## src/include/pet_params.svh

```systemverilog
`ifndef PET_PARAMS_SVH
`define PET_PARAMS_SVH

// Bus widths
`define WB_ADDR_WIDTH   12
`define DATA_WIDTH      8

// Register block
`define REG_ADDR_WIDTH  2
`define REG_COUNT       3
`define REG_BASE        12'h800

// Video RAM window, 1 KB
`define RAM_BASE        12'h000
`define RAM_ADDR_WIDTH  10

// Status register bits
`define REG_STATUS_GRAPHICS_BIT  0
`define REG_STATUS_CRT_BIT       1
`define REG_STATUS_KEYBOARD_BIT  2

// CPU register bits
`define REG_CPU_READY_BIT  0
`define REG_CPU_RESET_BIT  1
`define REG_CPU_NMI_BIT    2

// Video register bits
`define REG_VIDEO_COL_80_BIT       0
`define REG_VIDEO_RAM_MASK_LO_BIT  1
`define REG_VIDEO_RAM_MASK_HI_BIT  2

`define UNMAPPED_DATA  8'hff    // Read value for holes in the map

`endif
```

## src/hdl/common_pkg.sv

```systemverilog
`include "pet_params.svh"

package common_pkg;

    // Host bridge FSM
    typedef enum logic [1:0] {
        BRIDGE_IDLE,        // Waiting for a host command
        BRIDGE_REQUEST,     // Strobe out, waiting for stall to clear
        BRIDGE_WAIT_ACK,    // Accepted, waiting for the ack
        BRIDGE_DONE         // One-cycle done pulse
    } bridge_state_t;

    // Register offsets inside the register block
    typedef enum logic [`REG_ADDR_WIDTH-1:0] {
        REG_STATUS = 0,     // Live configuration inputs, read only in effect
        REG_CPU    = 1,     // Ready, reset and NMI lines
        REG_VIDEO  = 2      // Column mode and video RAM mask
    } reg_index_t;

    // Target of the current bus cycle
    typedef enum logic [1:0] {
        PERIPH_NONE,        // Unmapped, decoder answers itself
        PERIPH_RAM,
        PERIPH_REG
    } periph_sel_t;

endpackage

```

## src/hdl/register_file.sv

```systemverilog
`timescale 1ns/10ps
`include "pet_params.svh"

module register_file import common_pkg::*; (
    input  logic                      wb_clock_i,
    input  logic                      reset_i,

    // Wishbone B4 peripheral port
    input  logic [`WB_ADDR_WIDTH-1:0] wbp_addr_i,
    input  logic [`DATA_WIDTH-1:0]    wbp_data_i,
    output logic [`DATA_WIDTH-1:0]    wbp_data_o,
    input  logic                      wbp_we_i,
    input  logic                      wbp_cycle_i,
    input  logic                      wbp_strobe_i,
    input  logic                      wbp_sel_i,      // From the address decoder
    output logic                      wbp_stall_o,
    output logic                      wbp_ack_o,

    // Live status inputs
    input  logic                      video_graphic_i,    // 0 = graphics, 1 = text
    input  logic                      config_crt_i,       // Display type strap
    input  logic                      config_keyboard_i,  // Keyboard layout strap

    // CPU control
    output logic                      cpu_ready_o,
    output logic                      cpu_reset_o,
    output logic                      cpu_nmi_o,

    // Video control
    output logic                      video_col_80_mode_o,
    output logic [1:0]                video_ram_mask_o
);
    // CPU held in reset at power on
    localparam logic [`DATA_WIDTH-1:0] CPU_INIT = `DATA_WIDTH'(1) << `REG_CPU_RESET_BIT;

    logic [`DATA_WIDTH-1:0] regs [`REG_COUNT];
    logic [`DATA_WIDTH-1:0] status_next;
    reg_index_t             reg_idx;
    logic                   accept;

    assign reg_idx = reg_index_t'(wbp_addr_i[`REG_ADDR_WIDTH-1:0]);
    assign accept  = wbp_cycle_i && wbp_strobe_i && wbp_sel_i;

    // Status byte, upper bits read as zero
    always_comb begin
        status_next                           = '0;
        status_next[`REG_STATUS_GRAPHICS_BIT] = video_graphic_i;
        status_next[`REG_STATUS_CRT_BIT]      = config_crt_i;
        status_next[`REG_STATUS_KEYBOARD_BIT] = config_keyboard_i;
    end

    always_ff @(posedge wb_clock_i) begin
        if (reset_i) begin
            regs[REG_STATUS] <= '0;
            regs[REG_CPU]    <= CPU_INIT;
            regs[REG_VIDEO]  <= '0;     // 40 columns, 1 KB mask
            wbp_ack_o        <= 1'b0;
        end else if (accept) begin
            wbp_ack_o <= 1'b1;
            if (wbp_we_i) begin
                regs[reg_idx] <= wbp_data_i;    // Old value still goes out below
            end
        end else begin
            wbp_ack_o        <= 1'b0;
            regs[REG_STATUS] <= status_next;    // Overwrites any host write to status
        end
    end

    // Registered read of the addressed register, old contents on a write
    always_ff @(posedge wb_clock_i) begin
        if (accept) begin
            wbp_data_o <= regs[reg_idx];
        end
    end

    assign wbp_stall_o = 1'b0;      // Always single cycle

    assign cpu_ready_o = regs[REG_CPU][`REG_CPU_READY_BIT];
    assign cpu_reset_o = regs[REG_CPU][`REG_CPU_RESET_BIT];
    assign cpu_nmi_o   = regs[REG_CPU][`REG_CPU_NMI_BIT];

    assign video_col_80_mode_o = regs[REG_VIDEO][`REG_VIDEO_COL_80_BIT];
    assign video_ram_mask_o    =
        regs[REG_VIDEO][`REG_VIDEO_RAM_MASK_HI_BIT:`REG_VIDEO_RAM_MASK_LO_BIT];
endmodule

```

## config.mk

```make
export PLATFORM = sky130hd
export DESIGN_NAME = register_file
export DESIGN_NICKNAME = d
export VERILOG_FILES = /design/src/hdl/common_pkg.sv /design/src/hdl/register_file.sv
export VERILOG_INCLUDE_DIRS = /design/src /design/src/include
export SDC_FILE = /design/constraint.sdc
export NUM_CORES = 1
export LEC_CHECK = 0
export ABC_AREA = 0
export BUFFER_PORTS_ARGS = -buffer_cell sky130_fd_sc_hd__clkbuf_2
export CAP_MARGIN = 20
export CORE_MARGIN = 2
export CORE_UTILIZATION = 56
export DETAILED_ROUTE_END_ITERATION = 12
export GPL_TIMING_DRIVEN = 0
export PLACE_DENSITY = 0.83
export SYNTH_ARGS = -nofsm -noshare
export SYNTH_HDL_FRONTEND = slang
export SYNTH_SLANG_ARGS = --single-unit
export TNS_END_PERCENT = 1
```

## constraint.sdc

```tcl
create_clock -name wb_clock_i -period 3.62 [get_ports wb_clock_i]
set_input_delay 0.543 -clock wb_clock_i [delete_from_list [all_inputs] [get_ports wb_clock_i]]
set_output_delay 0.543 -clock wb_clock_i [all_outputs]
set_load 0.005 [all_outputs]
```

==> out/summary.txt <==
Number of synthesized register bits - 41
Sequential share of the synthesized area - 67.8%
CORE AREA - 3050 um^2
Syn avg cell area - 16.7 um^2
Reg2reg end - wbp_data_o[1]
IO Count - 45
Layout cell share with drive strength beyond 1 - 41.3%
Die extent in y - 60.7 um
CTS Buffer Depth - 2
Die area - 3680 um^2
Most used DFF post-synth - edfxtp_1
CTS buffer count - 5
Unrepaired setup endpoints after global routing - no
Residual DRC - 0
Post-synth top area share - 66.7%
CP Data Arrival Time - 1.97 ns
Setup bufs post-CTS - 0
Post-synth top cells - edfxtp_1 (40), and2_1 (15), mux4_2 (8)
Hold Path Sink - wbp_ack_o
# diodes - 0
Max Clock Freq - 530 MHz
Routed WL per cell - 16.9 um
PostCTS Resize Cnt - 0
Setup violations, final - 0
Starting Density - 59.0%
Syn Nets - 137
Vias in the first global route - 1,086
Filler cell count - 229
Max VDD drop - 312 uV
Cell with the most instances after synthesis - edfxtp_1
DRT antenna net count - 0
Max-Cap Viols - 0
Status - completed
CP Class - in2reg
Via density - 5.30
Leakage power - 0.808 nW
Clock Skews - 0.00663 ns
Clock transition at the registers of the reported paths - 0.12 ns
Synth area leaders - edfxtp_1 (67%), mux4_2 (10%), and2_1 (5.2%), nor2b_1 (2.4%), mux2i_1 (1.7%)
Area delta synth->final - 15.5%
Port Buffers - 32
Setup TNS - 0 ns
CTS tree - built
Die width - 60.7 um
GP Congestion - 0.784
Overall Global Routing Usage - 20.2%
Reg-to-Reg Start - regs[2][1]
Worst Hold Depth - 2
Multi-input logic area - 523 um^2
Nets - 178
Cell area power density - 403 nW/um^2
First-pass GRT wire length - 5070 um
Final period util - 52.2%
Post-synth cell types - 24
FP Rows - 20
Final wirelength - 3280 um
GR Overflow Total - 0
Final worst path period need - 1.89 ns
Hold Path Class - in2reg
Drt first-iter violations - 24
Post-Syn Area - 1800 um^2
Post-DP HPWL - 2440 um
Initial antenna violation count - 0
Worst-skew pair later-pin latency - 0.35 ns
H-tree depth - 2
Vias - 1,028
Root Driver - clkbuf_4
Final-report max-slew violation count - 0
Worst slew pin tran - 0.703 ns
CTS sink count - 41
Post-synth top area cell - edfxtp_1
Tot Pwr - 0.839 mW
Number of enable flip-flop cells after synthesis - 40
Worst rel slew slack - 52.8%
Hold path startpoint - reset_i
Drt pass-1 iters - 4
Path depth of the worst reg2reg path - 1
Hold Violations, Final - 0
Register area - 1220 um^2
Post-synth ARST share - 0%
CP required - 3.70 ns
Largest net degree at the start of global routing - 13
Post-synthesis cell count - 108
Startpoint types - primary input
CTS Hold Bufs - 0
Synth Warn # - 0
Worst-path fanout max - 10
Flop2flop setup slack - 2.49 ns
Setup crit end kind - register
sequential cells by signal, summed over array words and instances, names as in the netlist:
register and flops:
regs 32, wbp_data_o 8, wbp_ack_o 1
how the worst max path moves through the flow:
stage | startpoint | to | slack [ns] | cells after the start
after floorplan | wbp_addr_i[0] | regs[0][0] | 1.58 | 3
after CTS | wbp_addr_i[0] | regs[3][2] | 1.68 | 5
final | wbp_addr_i[0] | regs[3][2] | 1.73 | 5
after global placement | wbp_addr_i[0] | regs[3][3] | 1.10 | 4
after global routing | wbp_addr_i[0] | regs[3][2] | 1.61 | 5
after detailed placement | wbp_addr_i[0] | regs[3][2] | 1.30 | 5
routing by layer:
metal,routed length (um),GRT usage [%],vias to the layer above
met2,1790,36.4,32
met3,117,3.20,7
met5,0,0,-
li1,-,-,483
met1,1300,23.2,506
met4,74,10.2,0
area by class of cell:
class	count	area share, %
plain buffers	6	1.81
clock buffers	6	1.99
clock inverters	2	0.481
inverters	5	0.903
multi-input cells	56	25.2
flip-flops and latches	41	58.7
well taps	44	2.65
repair buffers	34	8.30
placed cells by master (no fill, tap or decap), drive strengths merged, types with 2 or more instances in the layout:
cell	netlist	final
clkbuf	0	38
nor4	2	2
nand2b	2	2
clkinv	0	2
nor2b	7	7
mux2i	3	3
nor2	7	7
and2	15	15
mux4	8	8
inv	5	5
edfxtp	40	40
buf	6	8
nand2	2	2
where the power goes:
part / internal (mW) / leakage (nW) / switching [mW]
sequential: 0.540 / 0.397 / 0.00575
combinational: 0.0358 / 0.378 / 0.0395
clock: 0.0741 / 0.0320 / 0.144
total: 0.650 / 0.808 / 0.189
kinds of logic after synthesis:
kind of cell    count (synthesis)  synth area share, %
compound gates                  3                 2.02
other cells                     1                0.208
simple gates                   41                 15.1
mux                            11                 11.7
flops                          41                 67.8
buf+inv                        11                 3.13
worst max-delay path, cell delays in order:
cell	delay, ns
buf_2	0.18
buf_2	0.33
nand2_1	0.10
nor3_1	0.54
buf_4	0.27
per-stage QoR:
stage | hold slack [ns] | std cells | setup WS, ns | cell area (um^2) | utilization (%)
4_1_cts | 0.472 | 194 | 1.68 | 2080 | 68.1
6_report | 0.477 | 194 | 1.73 | 2080 | 68.1
3_3_place_gp | 0.611 | 184 | 1.10 | 2020 | 66.0
5_1_grt | 0.487 | 194 | 1.61 | 2080 | 68.1
3_5_place_dp | 0.623 | 186 | 1.30 | 2030 | 66.4
2_1_floorplan | 0.609 | 108 | 1.58 | 1800 | -
No activity file was read; power rests on OpenSTA's default activity.
