**src/include/pet_params.svh**
```systemverilog
`ifndef PET_PARAMS_SVH
`define PET_PARAMS_SVH

// Bus widths
`define WB_ADDR_WIDTH   12
`define DATA_WIDTH      8

// Register block
`define REG_ADDR_WIDTH  2
`define REG_COUNT       3
`define REG_BASE        12'h800

// Video RAM window, 1 KB
`define RAM_BASE        12'h000
`define RAM_ADDR_WIDTH  10

// Status register bits
`define REG_STATUS_GRAPHICS_BIT  0
`define REG_STATUS_CRT_BIT       1
`define REG_STATUS_KEYBOARD_BIT  2

// CPU register bits
`define REG_CPU_READY_BIT  0
`define REG_CPU_RESET_BIT  1
`define REG_CPU_NMI_BIT    2

// Video register bits
`define REG_VIDEO_COL_80_BIT       0
`define REG_VIDEO_RAM_MASK_LO_BIT  1
`define REG_VIDEO_RAM_MASK_HI_BIT  2

`define UNMAPPED_DATA  8'hff    // Read value for holes in the map

`endif
```
**src/hdl/common_pkg.sv**
```systemverilog
`include "pet_params.svh"

package common_pkg;

    // Host bridge FSM
    typedef enum logic [1:0] {
        BRIDGE_IDLE,        // Waiting for a host command
        BRIDGE_REQUEST,     // Strobe out, waiting for stall to clear
        BRIDGE_WAIT_ACK,    // Accepted, waiting for the ack
        BRIDGE_DONE         // One-cycle done pulse
    } bridge_state_t;

    // Register offsets inside the register block
    typedef enum logic [`REG_ADDR_WIDTH-1:0] {
        REG_STATUS = 0,     // Live configuration inputs, read only in effect
        REG_CPU    = 1,     // Ready, reset and NMI lines
        REG_VIDEO  = 2      // Column mode and video RAM mask
    } reg_index_t;

    // Target of the current bus cycle
    typedef enum logic [1:0] {
        PERIPH_NONE,        // Unmapped, decoder answers itself
        PERIPH_RAM,
        PERIPH_REG
    } periph_sel_t;

endpackage

```
**src/hdl/wb_decoder.sv**
```systemverilog
`timescale 1ns/10ps
`include "pet_params.svh"

module wb_decoder import common_pkg::*; (
    input  logic                      wb_clock_i,
    input  logic                      reset_i,

    // From the bus master
    input  logic                      wbm_cyc_i,
    input  logic                      wbm_stb_i,
    input  logic [`WB_ADDR_WIDTH-1:0] wbm_addr_i,
    output logic [`DATA_WIDTH-1:0]    wbm_data_o,
    output logic                      wbm_ack_o,
    output logic                      wbm_stall_o,

    // Peripheral selects
    output logic                      ram_sel_o,
    output logic                      reg_sel_o,

    // Peripheral replies
    input  logic [`DATA_WIDTH-1:0]    ram_data_i,
    input  logic                      ram_ack_i,
    input  logic                      ram_stall_i,
    input  logic [`DATA_WIDTH-1:0]    reg_data_i,
    input  logic                      reg_ack_i,
    input  logic                      reg_stall_i
);
    localparam logic [`WB_ADDR_WIDTH-1:0] RAM_BASE_ADDR = `RAM_BASE;
    localparam logic [`WB_ADDR_WIDTH-1:0] REG_BASE_ADDR = `REG_BASE;

    periph_sel_t sel;
    logic        unmapped_ack;      // Decoder's own reply for holes in the map

    always_comb begin
        sel = PERIPH_NONE;
        if (wbm_addr_i[`WB_ADDR_WIDTH-1:`RAM_ADDR_WIDTH]
                == RAM_BASE_ADDR[`WB_ADDR_WIDTH-1:`RAM_ADDR_WIDTH]) begin
            sel = PERIPH_RAM;
        end else if (wbm_addr_i[`WB_ADDR_WIDTH-1:`REG_ADDR_WIDTH]
                == REG_BASE_ADDR[`WB_ADDR_WIDTH-1:`REG_ADDR_WIDTH]
                && wbm_addr_i[`REG_ADDR_WIDTH-1:0] < `REG_ADDR_WIDTH'(`REG_COUNT)) begin
            sel = PERIPH_REG;           // Offset 3 stays unmapped
        end
    end

    assign ram_sel_o = (sel == PERIPH_RAM);
    assign reg_sel_o = (sel == PERIPH_REG);

    // Ack unmapped cycles one edge after acceptance, like a real peripheral
    always_ff @(posedge wb_clock_i) begin
        if (reset_i) begin
            unmapped_ack <= 1'b0;
        end else begin
            unmapped_ack <= wbm_cyc_i && wbm_stb_i && (sel == PERIPH_NONE);
        end
    end

    assign wbm_stall_o = (ram_sel_o && ram_stall_i) || (reg_sel_o && reg_stall_i);
    assign wbm_ack_o   = ram_ack_i || reg_ack_i || unmapped_ack;

    // Data follows whichever source acked
    always_comb begin
        if (ram_ack_i) begin
            wbm_data_o = ram_data_i;
        end else if (reg_ack_i) begin
            wbm_data_o = reg_data_i;
        end else begin
            wbm_data_o = `UNMAPPED_DATA;
        end
    end

    assert property (@(posedge wb_clock_i) disable iff (reset_i)
                     $onehot0({ram_ack_i, reg_ack_i, unmapped_ack}))
        else $error("More than one ack source active");
endmodule

```
**config.mk**
```make
export PLATFORM = sky130hd
export DESIGN_NAME = wb_decoder
export DESIGN_NICKNAME = d
export VERILOG_FILES = /design/src/hdl/common_pkg.sv /design/src/hdl/wb_decoder.sv
export VERILOG_INCLUDE_DIRS = /design/src /design/src/include
export SDC_FILE = /design/constraint.sdc
export NUM_CORES = 1
export LEC_CHECK = 0
export BUFFER_PORTS_ARGS = -buffer_cell sky130_fd_sc_hd__buf_2
export CORE_AREA = 2 2 39 41
export DETAILED_ROUTE_END_ITERATION = 8
export DIE_AREA = 0 0 41 43
export PLACE_DENSITY_LB_ADDON = 0.25
export SLEW_MARGIN = 10
export SYNTH_ARGS = -nofsm -noshare
export SYNTH_HDL_FRONTEND = slang
export SYNTH_SLANG_ARGS = --single-unit
```
**constraint.sdc**
```tcl
create_clock -name wb_clock_i -period 2.2 [get_ports wb_clock_i]
set_input_delay 0.33 -clock wb_clock_i [delete_from_list [all_inputs] [get_ports wb_clock_i]]
set_output_delay 0.33 -clock wb_clock_i [all_outputs]
set_load 0.1 [all_outputs]
```
==> results.json, run 1 <==
{
  "fp.dieH_um": 43,
  "yosysSeqAreaShare": 0.0936,
  "port_buffers": 47,
  "ctsResizeCount": 0,
  "worst_slew_margin_rel": 0.679,
  "path_clk_slew_ps": 0,
  "cellLeakagePower_nw": 0.294,
  "die_w_um": 41,
  "rows": 14,
  "start_util": 0.155,
  "grt_max_degree": 12,
  "largest_register_ffs": 1,
  "grt_pass1_wl_mm": 1.12,
  "worst_hold_slack_ps": 496,
  "largestRegisters": "unmapped_ack (1)",
  "antenna_found_initial": 0,
  "nets": 121,
  "max_freq_mhz": 502,
  "io-pin-count": 48,
  "ant_nets": 0,
  "critPathLaunchType": "primary input",
  "tns_ps": 0,
  "synthTopCellsByArea": "a21oi_1, nor2_1, a2111oi_4",
  "worstPathArrival_ps": 1660,
  "crit_fanout": 2,
  "synth-warning-count": 0,
  "yosysMostFrequentCell": "nor2_1",
  "synth_async_sr_flop_share": 0,
  "finalSetupViolCount": 0,
  "max-vdd-ir-drop_uv": 134,
  "num_vias": 414,
  "grt_pass1_vias": 334,
  "tightest_slew_ps": 484,
  "period_share": 0.906,
  "hold_path_class": "in -> reg",
  "avgSynthCellArea_um2": 5.94,
  "via_per_inst": 4.18,
  "ys_top_cells_by_count": "nor2_1, a21oi_1, inv_1, nand2b_1",
  "hold_buffers": 0,
  "path_cells": "buf_2 -> or4_4 -> a2111oi_4 -> a22o_2 -> buf_12",
  "cts_setup_buffers": 0,
  "ys_ff_latch": 1,
  "critPathRequiredTime_ps": 1870,
  "grt.total_usage": 0.0829,
  "fin_crit_ps": 1990,
  "status": "complete, no violations",
  "overflow": 0,
  "p_per_area_mw_per_mm2": 367,
  "hpwl_um": 734,
  "layout-drive-gt1-share": 0.723,
  "hold_viol": 0,
  "synth_largest_area_cell": "a21oi_1",
  "syn_area_um2": 214,
  "dieArea_mm2": 0.00176,
  "synthCells": 36,
  "max_stage_delay_ps": 530,
  "end_kind": "primary output",
  "synth-edff-count": 0,
  "worst-setup-path-type": "in -> out",
  "gp_congestion": 0.657,
  "drv_cap": 0,
  "coreArea_mm2": 0.00138,
  "drc": 0,
  "avgRoutedWirePerCell_um": 7.87,
  "slowest_stage": "or4_4",
  "largest-register": "unmapped_ack",
  "drtPass1Iterations": 2,
  "ys.flop_type": "dfxtp_1",
  "synthDistinctLibCells": 14,
  "mappedNetlistNets": 72,
  "diodes": 0,
  "finalMaxSlewViolations": 0,
  "area_growth_pct": 151,
  "rsz0062_at_grt": "no",
  "drt-total-wl_um": 779,
  "drt-initial-drc-count": 1,
  "synth_top_area_frac": 0.187
}
cells in the final DEF (no fill, tap or decap), drive strengths merged:
cell	count
inv	7
or3	1
nand2	1
nor4	1
dfxtp	1
a22o	1
nor2b	1
or4	2
a2111oi	1
nand2b	2
nor2	9
a21oi	8
buf	48
worst paths after layout:
kind / startpoint / to / slack, ps / cells after the start
max: wbm_addr_i[10] / wbm_stall_o / 210 / 5
min: reset_i / unmapped_ack$_SDFF_PP0_ / 500 / 2
through the flow:
stage | util | instance area, um2 | power, mW | setup slack, ps | cells
after floorplan | - | 249 | 0.150 | -855 | 36
after global placement | 0.389 | 538 | 0.198 | 216 | 99
after detailed placement | 0.389 | 538 | 0.199 | 196 | 99
after CTS | 0.389 | 538 | 0.199 | 196 | 99
after global routing | 0.389 | 538 | 0.208 | 150 | 99
final | 0.389 | 538 | 0.197 | 207 | 99
layout make-up:
type | instances | area [um2]
fillers | 155 | 846
inverters | 7 | 26.3
multi-input cells | 27 | 199
flip-flops and latches | 1 | 20.0
well taps | 16 | 20.0
repair buffers | 48 | 273
layer usage:
layer  track usage  routed length [um]  vias to the layer above
met1        0.0854                 270                      162
met3       0.00524                 143                        0
met4             0                   0                        0
met2         0.172                 366                       38
li1              -                   -                      214
met5             0                   0                        -
worst max-delay path: cells and delay by family:
| family | cells | cell delay [ps] |
|---|---|---|
| simple gates | 1 | 530 |
| buf+inv | 2 | 270 |
| compound gates | 2 | 530 |
kinds of logic after synthesis:
group,synth area share
AO/OA/AOI/OAI,0.357
flip-flops,0.0936
buffers and inverters,0.140
AND/OR/NAND/NOR,0.409
power by group:
group          internal, mW  switching (mW)  leakage, nW
clock network             0               0            0
registers            0.0192        0.000115      0.00818
logic                0.0457           0.132        0.286
Note: power is estimated with default switching activity, not from simulation.
==> run 2, diff against run 1 <==
- ABC_AREA: not set -> 1
==> run 2 against run 1 <==
Critical path type unchanged. Worst hold slack better by 98 ps. First-iteration DRC count is 100% lower. Design area is 9.5% lower. Routed wire length is 5.3% higher. Via count is 11% higher. Die area stayed put. Total power is 0.94% higher.
==> results.json, run 2 <==
{
  "end_kind": "primary output",
  "path_cells": "buf_2 -> nor2_2 -> nand2_1 -> nor2_2 -> nand3_1 -> nand2_1 -> buf_2",
  "synthTopCellsByArea": "nand2_1, o21ai_0, dfxtp_1",
  "worstPathArrival_ps": 1270,
  "slowest_stage": "buf_2",
  "synth_async_sr_flop_share": 0,
  "finalSetupViolCount": 0,
  "p_per_area_mw_per_mm2": 409,
  "antenna_found_initial": 0,
  "fill_cells": 160,
  "critPathTopFamily": "buffers and inverters",
  "port_buffers": 47,
  "ys_top_cells_by_count": "nand2_1, o21ai_0, inv_1, nor2_1",
  "nets": 134,
  "synth_top_area_frac": 0.346,
  "largestRegisters": "unmapped_ack (1)",
  "synth-edff-count": 0,
  "diodes": 0,
  "rsz0062_at_grt": "no",
  "synth-warning-count": 0,
  "dieArea_mm2": 0.00176,
  "largest_register_ffs": 1,
  "cellLeakagePower_nw": 0.322,
  "max_freq_mhz": 624,
  "path_clk_slew_ps": 0,
  "gp_congestion": 0.684,
  "critPathBufInv": 2,
  "final_common_cell": "buf_2",
  "finalMaxSlewViolations": 0,
  "grt_pass1_vias": 394,
  "grt.total_usage": 0.0940,
  "hold_buffers": 0,
  "cts_setup_buffers": 0,
  "crit_fanout": 3,
  "die_w_um": 41,
  "drtPass1Iterations": 1,
  "worst-setup-path-type": "in -> out",
  "ys_ff_latch": 1,
  "max-vdd-ir-drop_uv": 126,
  "yosysSeqAreaShare": 0.0838,
  "drc": 0,
  "via_per_inst": 4.10,
  "tightest_slew_ps": 490,
  "layout_common_cells": "buf_2, nand2_1, o21ai_0",
  "min_to": "unmapped_ack$_SDFF_PP0_",
  "utilization": 0.352,
  "rows": 14,
  "overflow": 0,
  "mappedNetlistNets": 86,
  "ys.flop_type": "dfxtp_1",
  "min_path_cells": 3,
  "io-pin-count": 48,
  "cp-startpoint": "wbm_addr_i[3]",
  "critPathRequiredTime_ps": 1870,
  "grt_max_degree": 11,
  "max_stage_delay_ps": 410,
  "tns_ps": 0,
  "layout-drive-gt1-share": 0.531,
  "avgSynthCellArea_um2": 4.78,
  "status": "complete, no violations",
  "coreArea_mm2": 0.00138,
  "worstHoldStart": "wbm_stb_i",
  "syn_area_um2": 239,
  "hpwl_um": 752,
  "synthCells": 50,
  "critPathLaunchType": "primary input",
  "ctsResizeCount": 0,
  "hold_viol": 0,
  "fp.dieH_um": 43,
  "worst_slew_margin_rel": 0.676,
  "fin_crit_ps": 1600,
  "hold_path_class": "in -> reg",
  "grt_pass1_wl_mm": 1.27,
  "start_util": 0.173,
  "yosysMostFrequentCell": "nand2_1",
  "num_vias": 459,
  "drt-total-wl_um": 820,
  "drt-initial-drc-count": 0,
  "synthDistinctLibCells": 13,
  "drv_cap": 0,
  "ant_nets": 0,
  "period_share": 0.728,
  "avgRoutedWirePerCell_um": 7.32,
  "largest-register": "unmapped_ack",
  "area_growth_pct": 104,
  "synth_largest_area_cell": "nand2_1"
}
-- run 2: changes by cell type in the layout (fill, tap and decap cells not counted), moves of 5 or more --
cell and delta:
nor2_1 -5, a21oi_2 -8, o21ai_0 +8, nand2_1 +21
-- run 2: stage by stage --
step	power [mW]	hold slack, ps	setup slack (ps)	instance area, um2	cells
2_1_floorplan	0.155	474	24.2	239	50
3_3_place_gp	0.199	596	594	487	112
3_5_place_dp	0.200	597	576	487	112
4_1_cts	0.200	599	580	487	112
5_1_grt	0.212	635	449	487	112
6_report	0.199	593	597	487	112
-- run 2: logic make-up (layout without fill, tap and decap cells) --
logic type             count (synthesis)  count (layout)  share of synthesized area
AND/OR/NAND/NOR                       33              33                      0.602
AO/OA/AOI/OAI                          9               9                      0.188
buffers and inverters                  7              53                      0.126
flip-flops                             1               1                     0.0838
-- run 2: worst max-delay path by stage --
stage / end / depth (start not counted)
floorplan: wbm_stall_o / 5
global placement: reg_sel_o / 6
detailed placement: wbm_stall_o / 7
CTS: wbm_stall_o / 7
global route: wbm_stall_o / 7
finish: wbm_stall_o / 7
-- run 2: layout make-up --
type                       count  area [um2]  area share
multi-input combinational     42         189       0.388
sequential                     1        20.0      0.0411
tap                           16        20.0      0.0411
timing repair buffer          47         235       0.483
inverter                       6        22.5      0.0463
-- run 2: power by group --
group | switching (mW) | internal (mW) | leakage [nW] | total (mW)
clock network | 0 | 0 | 0 | 0
registers | 0.000200 | 0.0192 | 0.00818 | 0.0194
logic | 0.139 | 0.0408 | 0.314 | 0.180
total | 0.139 | 0.0600 | 0.322 | 0.199
-- run 2: metal layers --
layer	track usage	part of all wire	vias up
li1	-	-	248
met1	0.0794	0.35	169
met2	0.209	0.45	42
met3	0.0105	0.20	0
met4	0	0	0
met5	0	0	-
