**config.mk**
```make
export PLATFORM = sky130hd
export DESIGN_NAME = wb_host_bridge
export DESIGN_NICKNAME = d
export VERILOG_FILES = /design/src/hdl/common_pkg.sv /design/src/hdl/wb_host_bridge.sv
export VERILOG_INCLUDE_DIRS = /design/src /design/src/include
export SDC_FILE = /design/constraint.sdc
export NUM_CORES = 1
export LEC_CHECK = 0
export ABC_AREA = 0
export BUFFER_PORTS_ARGS = -buffer_cell sky130_fd_sc_hd__buf_2
export CORE_ASPECT_RATIO = 1.5
export CORE_MARGIN = 4
export CORE_UTILIZATION = 40
export DETAILED_ROUTE_END_ITERATION = 10
export PLACE_DENSITY_LB_ADDON = 0.05
export SETUP_SLACK_MARGIN = 0.02
export SLEW_MARGIN = 20
export SYNTH_ARGS = -nofsm -noshare
export SYNTH_HDL_FRONTEND = slang
export SYNTH_SLANG_ARGS = --single-unit
export TNS_END_PERCENT = 100
```
**constraint.sdc**
```tcl
create_clock -name wb_clock_i -period 6.2 [get_ports wb_clock_i]
set_clock_uncertainty 0.2 [all_clocks]
set_input_delay 0.93 -clock wb_clock_i [delete_from_list [all_inputs] [get_ports wb_clock_i]]
set_output_delay 0.93 -clock wb_clock_i [all_outputs]
set_load 0.01 [all_outputs]
```
**src/include/pet_params.svh**
```systemverilog
`ifndef PET_PARAMS_SVH
`define PET_PARAMS_SVH

// Bus widths
`define WB_ADDR_WIDTH   12
`define DATA_WIDTH      8

// Register block
`define REG_ADDR_WIDTH  2
`define REG_COUNT       3
`define REG_BASE        12'h800

// Video RAM window, 1 KB
`define RAM_BASE        12'h000
`define RAM_ADDR_WIDTH  10

// Status register bits
`define REG_STATUS_GRAPHICS_BIT  0
`define REG_STATUS_CRT_BIT       1
`define REG_STATUS_KEYBOARD_BIT  2

// CPU register bits
`define REG_CPU_READY_BIT  0
`define REG_CPU_RESET_BIT  1
`define REG_CPU_NMI_BIT    2

// Video register bits
`define REG_VIDEO_COL_80_BIT       0
`define REG_VIDEO_RAM_MASK_LO_BIT  1
`define REG_VIDEO_RAM_MASK_HI_BIT  2

`define UNMAPPED_DATA  8'hff    // Read value for holes in the map

`endif
```
**src/hdl/common_pkg.sv**
```systemverilog
`include "pet_params.svh"

package common_pkg;

    // Host bridge FSM
    typedef enum logic [1:0] {
        BRIDGE_IDLE,        // Waiting for a host command
        BRIDGE_REQUEST,     // Strobe out, waiting for stall to clear
        BRIDGE_WAIT_ACK,    // Accepted, waiting for the ack
        BRIDGE_DONE         // One-cycle done pulse
    } bridge_state_t;

    // Register offsets inside the register block
    typedef enum logic [`REG_ADDR_WIDTH-1:0] {
        REG_STATUS = 0,     // Live configuration inputs, read only in effect
        REG_CPU    = 1,     // Ready, reset and NMI lines
        REG_VIDEO  = 2      // Column mode and video RAM mask
    } reg_index_t;

    // Target of the current bus cycle
    typedef enum logic [1:0] {
        PERIPH_NONE,        // Unmapped, decoder answers itself
        PERIPH_RAM,
        PERIPH_REG
    } periph_sel_t;

endpackage

```
**src/hdl/wb_host_bridge.sv**
```systemverilog
`timescale 1ns/10ps
`include "pet_params.svh"

module wb_host_bridge import common_pkg::*; (
    input  logic                      wb_clock_i,
    input  logic                      reset_i,

    // Host command port
    input  logic                      cmd_valid_i,    // One-cycle pulse
    input  logic                      cmd_we_i,
    input  logic [`WB_ADDR_WIDTH-1:0] cmd_addr_i,
    input  logic [`DATA_WIDTH-1:0]    cmd_data_i,
    output logic                      busy_o,
    output logic                      done_o,
    output logic [`DATA_WIDTH-1:0]    rd_data_o,      // Valid with done_o, held after

    // Wishbone B4 pipelined master
    output logic                      wbm_cyc_o,
    output logic                      wbm_stb_o,
    output logic                      wbm_we_o,
    output logic [`WB_ADDR_WIDTH-1:0] wbm_addr_o,
    output logic [`DATA_WIDTH-1:0]    wbm_data_o,
    input  logic [`DATA_WIDTH-1:0]    wbm_data_i,
    input  logic                      wbm_ack_i,
    input  logic                      wbm_stall_i
);
    bridge_state_t state;

    always_ff @(posedge wb_clock_i) begin
        if (reset_i) begin
            state <= BRIDGE_IDLE;
        end else begin
            case (state)
                BRIDGE_IDLE: begin
                    if (cmd_valid_i) begin
                        state <= BRIDGE_REQUEST;
                    end
                end
                BRIDGE_REQUEST: begin
                    // Strobe is taken on the first edge without stall
                    if (!wbm_stall_i) begin
                        state <= BRIDGE_WAIT_ACK;
                    end
                end
                BRIDGE_WAIT_ACK: begin
                    if (wbm_ack_i) begin
                        state <= BRIDGE_DONE;
                    end
                end
                default: state <= BRIDGE_IDLE;  // DONE lasts one cycle
            endcase
        end
    end

    // Command is latched once and held through any stall
    always_ff @(posedge wb_clock_i) begin
        if (state == BRIDGE_IDLE && cmd_valid_i) begin
            wbm_we_o   <= cmd_we_i;
            wbm_addr_o <= cmd_addr_i;
            wbm_data_o <= cmd_data_i;
        end
    end

    // Read data captured on the ack, kept until the next transfer
    always_ff @(posedge wb_clock_i) begin
        if (state == BRIDGE_WAIT_ACK && wbm_ack_i) begin
            rd_data_o <= wbm_data_i;
        end
    end

    assign wbm_stb_o = (state == BRIDGE_REQUEST);
    assign wbm_cyc_o = (state == BRIDGE_REQUEST) || (state == BRIDGE_WAIT_ACK);
    assign busy_o    = (state != BRIDGE_IDLE);
    assign done_o    = (state == BRIDGE_DONE);

    // Host must wait for done before issuing the next command
    assert property (@(posedge wb_clock_i) disable iff (reset_i) cmd_valid_i |-> !busy_o)
        else $error("Host command issued while bridge busy");

    // Peripherals may only ack inside a cycle we opened
    assert property (@(posedge wb_clock_i) disable iff (reset_i) wbm_ack_i |-> wbm_cyc_o)
        else $error("Wishbone ack with cyc low");
endmodule

```
==> reports/results.tsv, run 1 <==
stage	metric	value	unit
run_status	outcome	complete, no violations	
cts	Post-CTS Hold Buffers	0	
sta	Least-Margin Pin Slew	0.961	ns
die	Starting Density	42.3	%
grt	grt total ovfl	0	
yosys	warnings from Yosys	0	
sta	period utilization	38.5	%
yosys	Post-Syn Nets	90	
finish	Nets	163	
route	drt wl/cell	11.8	µm
sta	Final min period	2.38	ns
sta	Setup TNS	0	ns
cts	CTS root buf	clkbuf_4	
pwr	leakage dissipation	0.670	nW
cts	Sink Count	31	
setup_path	crit path kind	reg -> out	
die	die area	3550	µm²
yosys	leading area contributor after synthesis	edfxtp_1	
sta	final setup violation count	0	
finish	area grow syn2layout	40.3	%
placed_design	HPWL after detailed placement	1570	µm
die	die height	71.0	µm
route	Final ANT Viol Nets	0	
pwr	Worst IR Drop VDD	0.198	mV
yosys	Synth Instances	51	
pwr	P_sw	160	µW
worst_hold_path	min-delay worst type	reg -> reg	
cts	total CTS buffers	5	
cts	clock buffer depth	2	
sta	RSZ-0062 raised after global routing	false	
sta	f_max	419	MHz
route	routed vias/inst	4.39	
setup_path	reg2reg setup slack	4.15	ns
setup_path	R2R depth	4	
cts	CTS tree	built	
finish	layout cells sized above 1	57.6	%
yosys	combined area of all synthesized cells	1060	µm²
yosys	Synth area leaders	edfxtp_1, ha_1, dfxtp_1	
job	Max-cap violations	0	
setup_path	startpoint types	register	
route	total number of vias	707	
die	Die Wd	50	µm
pwr	Clock power frac	18.2	%
grt	global-route usage over all layers	11.3	%
setup_path	Max FO, Critical Path	4	
pwr	Cell Int Power	385	µW
sta	Final Max Slew Viols	0	
finish	final core occ	59.3	%
setup_path	Reg2Reg Launch Point	state[0]	
grt	pin count of the biggest net entering global routing	22	
pwr	Net Sw Frac	29.4	%
route	initial drt markers	14	
pwr	Seq pwr share	54.7	%
setup_path	Worst EP required	5.07	ns
cts	CTS resizes	0	
cts	CTS clk-pin slew, worst paths	0.08	ns
yosys	Post-Syn Area per Cell	20.8	µm²
cts	H-Tree Depth	2	
grt	antenna violations before repair	0	
setup_path	worst reg2reg path endpoint	wbm_we_o	
die	core box area	2500	µm²
sta	Hold Fails Final Rpt	0	
setup_path	crit path from	state[0]	
cts	Post-CTS Setup Bufs	0	
cts	clk_lat worst skew	0.30	ns
die	io pins	67	
sta	relative slew slack	35.9	%
die	# rows	22	
setup_path	Crit. End Element	output port	
yosys	register area share after synthesis	86.1	%
pwr	Cell Pwr Density	367	nW/µm²
setup_path	worst endpoint data arrival time	1.25	ns
placed_design	routability congestion estimate	0.649	
route	drt total wl	1910	µm
yosys	Yosys top cell area share	82.3	%
grt	first-pass GRT wire length	2860	µm
yosys	register bit total from synthesis	31	
yosys	library cells used by synthesis	11	
finish	diodes inserted	0	
placed_design	PortBufs	66	
route	drt drc	0	
pwr	power share of the combinational group	27.1	%
grt	vias in the first global route	652	
setup_path	critical path capture point	wbm_cyc_o	
route	drt pass-1 iters	4	
[worst min-delay path by stage]
stage	cells after the start	from	to
2_1_floorplan	2	state[1]	state[1]
3_3_place_gp	2	state[1]	state[1]
3_5_place_dp	2	state[1]	state[1]
4_1_cts	2	state[1]	state[1]
5_1_grt	2	state[1]	state[1]
6_report	2	state[1]	state[1]
[stage by stage]
step / setup slack (ns) / power [mW] / instances / area (µm²) / hold WS (ns)
after floorplan: 3.73 / 0.387 / 51 / 1060 / 0.296
after global placement: 3.84 / 0.453 / 153 / 1440 / 0.334
after detailed placement: 3.79 / 0.456 / 153 / 1440 / 0.347
after CTS: 3.78 / 0.556 / 161 / 1490 / 0.359
after global routing: 3.69 / 0.582 / 161 / 1490 / 0.382
final: 3.82 / 0.546 / 161 / 1490 / 0.352
[placed cells by master, fill, tap and decap left out, drive strengths merged]
cell,n
mux2,1
nor2,3
and2,1
buf,66
mux2i,1
a222oi,1
inv,5
ha,5
edfxtp,29
nand2b,2
clkinv,2
nor3,1
dfxtp,2
clkbuf,6
[power groups by stage]
stage / Sequential [mW] / Combinational [mW] / Clock (mW)
3_5_place_dp: 0.304 / 0.151 / 0
2_1_floorplan: 0.323 / 0.0642 / 0
6_report: 0.299 / 0.148 / 0.0991
5_1_grt: 0.304 / 0.164 / 0.114
4_1_cts: 0.299 / 0.152 / 0.104
3_3_place_gp: 0.304 / 0.149 / 0
[cell families after synthesis]
logic type	share of synthesized area [%]
DFF	86.1
and+or+nand+nor	3.31
adders and majority gates	5.91
muxes	2.01
buffers and inverters	1.77
AOI/OAI and AO/OA	0.946
[layer usage]
layer	vias up	GRT usage [%]	part of all wire, %
li1	332	-	-
met1	311	11.7	35
met2	60	17.2	48
met3	4	7.16	16
met4	0	6.46	1.4
met5	-	0	0
[synthesized netlist by cell type]
cell type   n
a222oi_1    1
dfxtp_1     2
mux2i_1     1
edfxtp_1   29
nor3_1      1
and2_1      1
mux2_1      1
ha_1        5
nand2b_1    2
nor2_1      3
inv_1       5
[registers in the layout (all words and copies together), names as in the netlist]
| name | cells |
|---|---|
| state | 2 |
| wbm_data_o | 8 |
| rd_data_o | 8 |
| wbm_we_o | 1 |
| wbm_addr_o | 12 |
[area by class of cell]
type / instances / area (µm²)
clock buffers: 6 / 41.3
clock inverters: 2 / 7.51
fillers: 199 / 1020
inverters: 5 / 18.8
multi-input cells: 15 / 131
flip-flops and latches: 31 / 911
well taps: 36 / 45.0
repair buffers: 66 / 330
[worst max-delay path, cell delays in order, from the launching register on]
cell and delay (ns):
dfxtp_1 0.40, inv_1 0.10, ha_1 0.31, buf_2 0.15
No activity file was read; power rests on OpenSTA's default activity.
==> run 2: changes to the inputs <==
- clock period: 6.2 -> 2.4 ns (I/O delays scaled with it)
==> run 2 against run 1 <==
- core utilization rose by 12 points
- worst setup slack got worse by 3.3 ns
- final area rose by 21%
- count of clock-buffer cells in the layout fell by 1
- highest routed layer unchanged
==> reports/results.tsv, run 2 (same netlist as run 1, synthesis figures left out) <==
stage	metric	value	unit	change
route	drt drc	0		unchanged
die	io pins	67		unchanged
sta	final setup violation count	0		unchanged
sta	Final Max Slew Viols	0		unchanged
die	# rows	22		unchanged
cts	CTS tree	built		unchanged
sta	f_max	532	MHz	
grt	pin count of the biggest net entering global routing	19		was 22
cts	Sink Count	31		unchanged
pwr	Cell Pwr Density	886	nW/µm²	was 367 nW/µm²
sta	relative slew slack	69.5	%	was 35.9%
grt	vias in the first global route	857		was 652
die	core box area	2500	µm²	unchanged
setup_path	startpoint types	register		unchanged
setup_path	slowest CP cell	a222oi_1		was dfxtp_1
cts	clk_lat worst skew	0.32	ns	was 0.30 ns
placed_design	routability congestion estimate	0.650		was 0.649
finish	most frequent cells in the layout	buf_2, edfxtp_1, dlygate4sd3_1		was buf_2, edfxtp_1, inv_1, ha_1, clkbuf_4
die	Starting Density	42.3	%	unchanged
worst_hold_path	min-delay worst type	in -> reg		was reg -> reg
setup_path	worst endpoint data arrival time	1.90	ns	was 1.25 ns
finish	Finished Layout Cells	189		was 161
sta	Hold Fails Final Rpt	0		unchanged
placed_design	HPWL after detailed placement	1610	µm	was 1570 µm
setup_path	Crit. End Element	register		was output port
route	routed vias/inst	4.14		was 4.39
placed_design	Inst Count DP	154		was 153
pwr	leakage dissipation	0.803	nW	was 0.670 nW
finish	Storage cell area	911	µm²	unchanged
route	drt total wl	2420	µm	was 1910 µm
cts	clock buffer depth	2		unchanged
finish	diodes inserted	0		unchanged
finish	footprint of the multi-input gates	131	µm²	unchanged
finish	layout cells sized above 1	49.0	%	was 57.6%
finish	biggest regs	wbm_addr_o x12, rd_data_o x8, wbm_data_o x8		unchanged
pwr	Worst IR Drop VDD	0.589	mV	was 0.198 mV
sta	Least-Margin Pin Slew	0.458	ns	was 0.961 ns
setup_path	crit path kind	reg -> reg		was reg -> out
sta	period utilization	78.4	%	
setup_path	Max FO, Critical Path	4		unchanged
grt	global-route usage over all layers	14.2	%	was 11.3%
sta	RSZ-0062 raised after global routing	false		unchanged
setup_path	CP max stage delay	0.47	ns	was 0.40 ns
cts	H-Tree Depth	2		unchanged
sta	Setup TNS	0	ns	unchanged
finish	max reg flops	12		unchanged
grt	antenna violations before repair	0		unchanged
route	drt pass-1 iters	4		unchanged
cts	CTS clk-pin slew, worst paths	0.09	ns	was 0.08 ns
job	Max-cap violations	0		unchanged
route	initial drt markers	23		was 14
setup_path	CP cell instances	inv_1, ha_1, a222oi_1, mux2_1		was inv_1, ha_1, buf_2
grt	grt total ovfl	0		unchanged
setup_path	Worst EP required	2.41	ns	was 5.07 ns
sta	Final min period	1.88	ns	
finish	most common cell after layout, fill and taps aside	buf_2		unchanged
finish	Biggest register	wbm_addr_o		unchanged
route	total number of vias	783		was 707
route	drt wl/cell	12.8	µm	was 11.8 µm
die	die height	71.0	µm	unchanged
finish	Nets	191		was 163
die	Die Wd	50	µm	unchanged
run_status	outcome	complete, no violations		unchanged
route	Final ANT Viol Nets	0		unchanged
finish	area grow syn2layout	69.1	%	was 40.3%
grt	first-pass GRT wire length	3730	µm	was 2860 µm
placed_design	PortBufs	66		unchanged
cts	total CTS buffers	5		unchanged
finish	FILL cells	169		was 199
cts	CTS root buf	clkbuf_4		unchanged
die	die area	3550	µm²	unchanged
[run 2: changes by cell type in the layout (fill, tap and decap cells not counted), sizes merged]
cell,before,now
dlygate4sd3,0,27
clkbuf,6,5
bufinv,0,1
buf,66,67
[run 2: stage by stage]
stage	setup WS (ns)	hold slack, ns	power, mW	instance area, µm²	util (%)
2_1_floorplan	0.203	0.259	1.00	1060	-
3_3_place_gp	0.607	0.336	1.17	1440	57.6
3_5_place_dp	0.515	0.328	1.19	1440	57.6
4_1_cts	0.505	0.000211	1.61	1770	70.7
5_1_grt	0.396	0.000707	1.68	1790	71.5
6_report	0.519	0.0231	1.59	1790	71.5
[run 2: final timing paths]
kind | start | endpoint | slack (ns) | cells after the start
setup / recovery | state[0] | state[0] | 0.52 | 4
hold / removal | cmd_data_i[0] | wbm_data_o[0] | 0.02 | 1
setup reg to reg | state[0] | state[0] | 0.52 | 4
hold reg to reg | state[1] | state[1] | 0.33 | 2
[run 2: area by class of cell]
| class | instances | share of cell area, % |
|---|---|---|
| multi-input combinational | 15 | 7.34 |
| clock buffer | 5 | 2.10 |
| sequential | 31 | 50.9 |
| timing repair buffer | 94 | 34.0 |
| tap | 36 | 2.52 |
| clock inverter | 3 | 2.17 |
| inverter | 5 | 1.05 |
[run 2: repair_timing]
action                    4_1_cts  5_1_grt
gates resized for setup         0        0
hold buffers                   25        2
hold endpoints to repair       25        2
setup buffers                   0        0
[run 2: power by group]
| part | switching [mW] | internal, mW | total, mW |
|---|---|---|---|
| combinational | 0.243 | 0.191 | 0.434 |
| clock | 0.171 | 0.214 | 0.385 |
| sequential | 0.0369 | 0.732 | 0.769 |
[run 2: worst max-delay path: cells and delay by family, from the launching register on]
family / cells / cell delay, ns
multiplexers: 1 / 0.37
buffers and inverters: 1 / 0.10
adder cells (fa/ha/maj): 1 / 0.23
flip-flops: 1 / 0.40
AO/OA/AOI/OAI: 1 / 0.47
[run 2: metal layers]
metal | GRT usage, % | part of all wire, %
met5 | 0 | 0
met4 | 6.46 | 1.7
met3 | 6.53 | 12
met2 | 24.7 | 50
met1 | 14.1 | 37
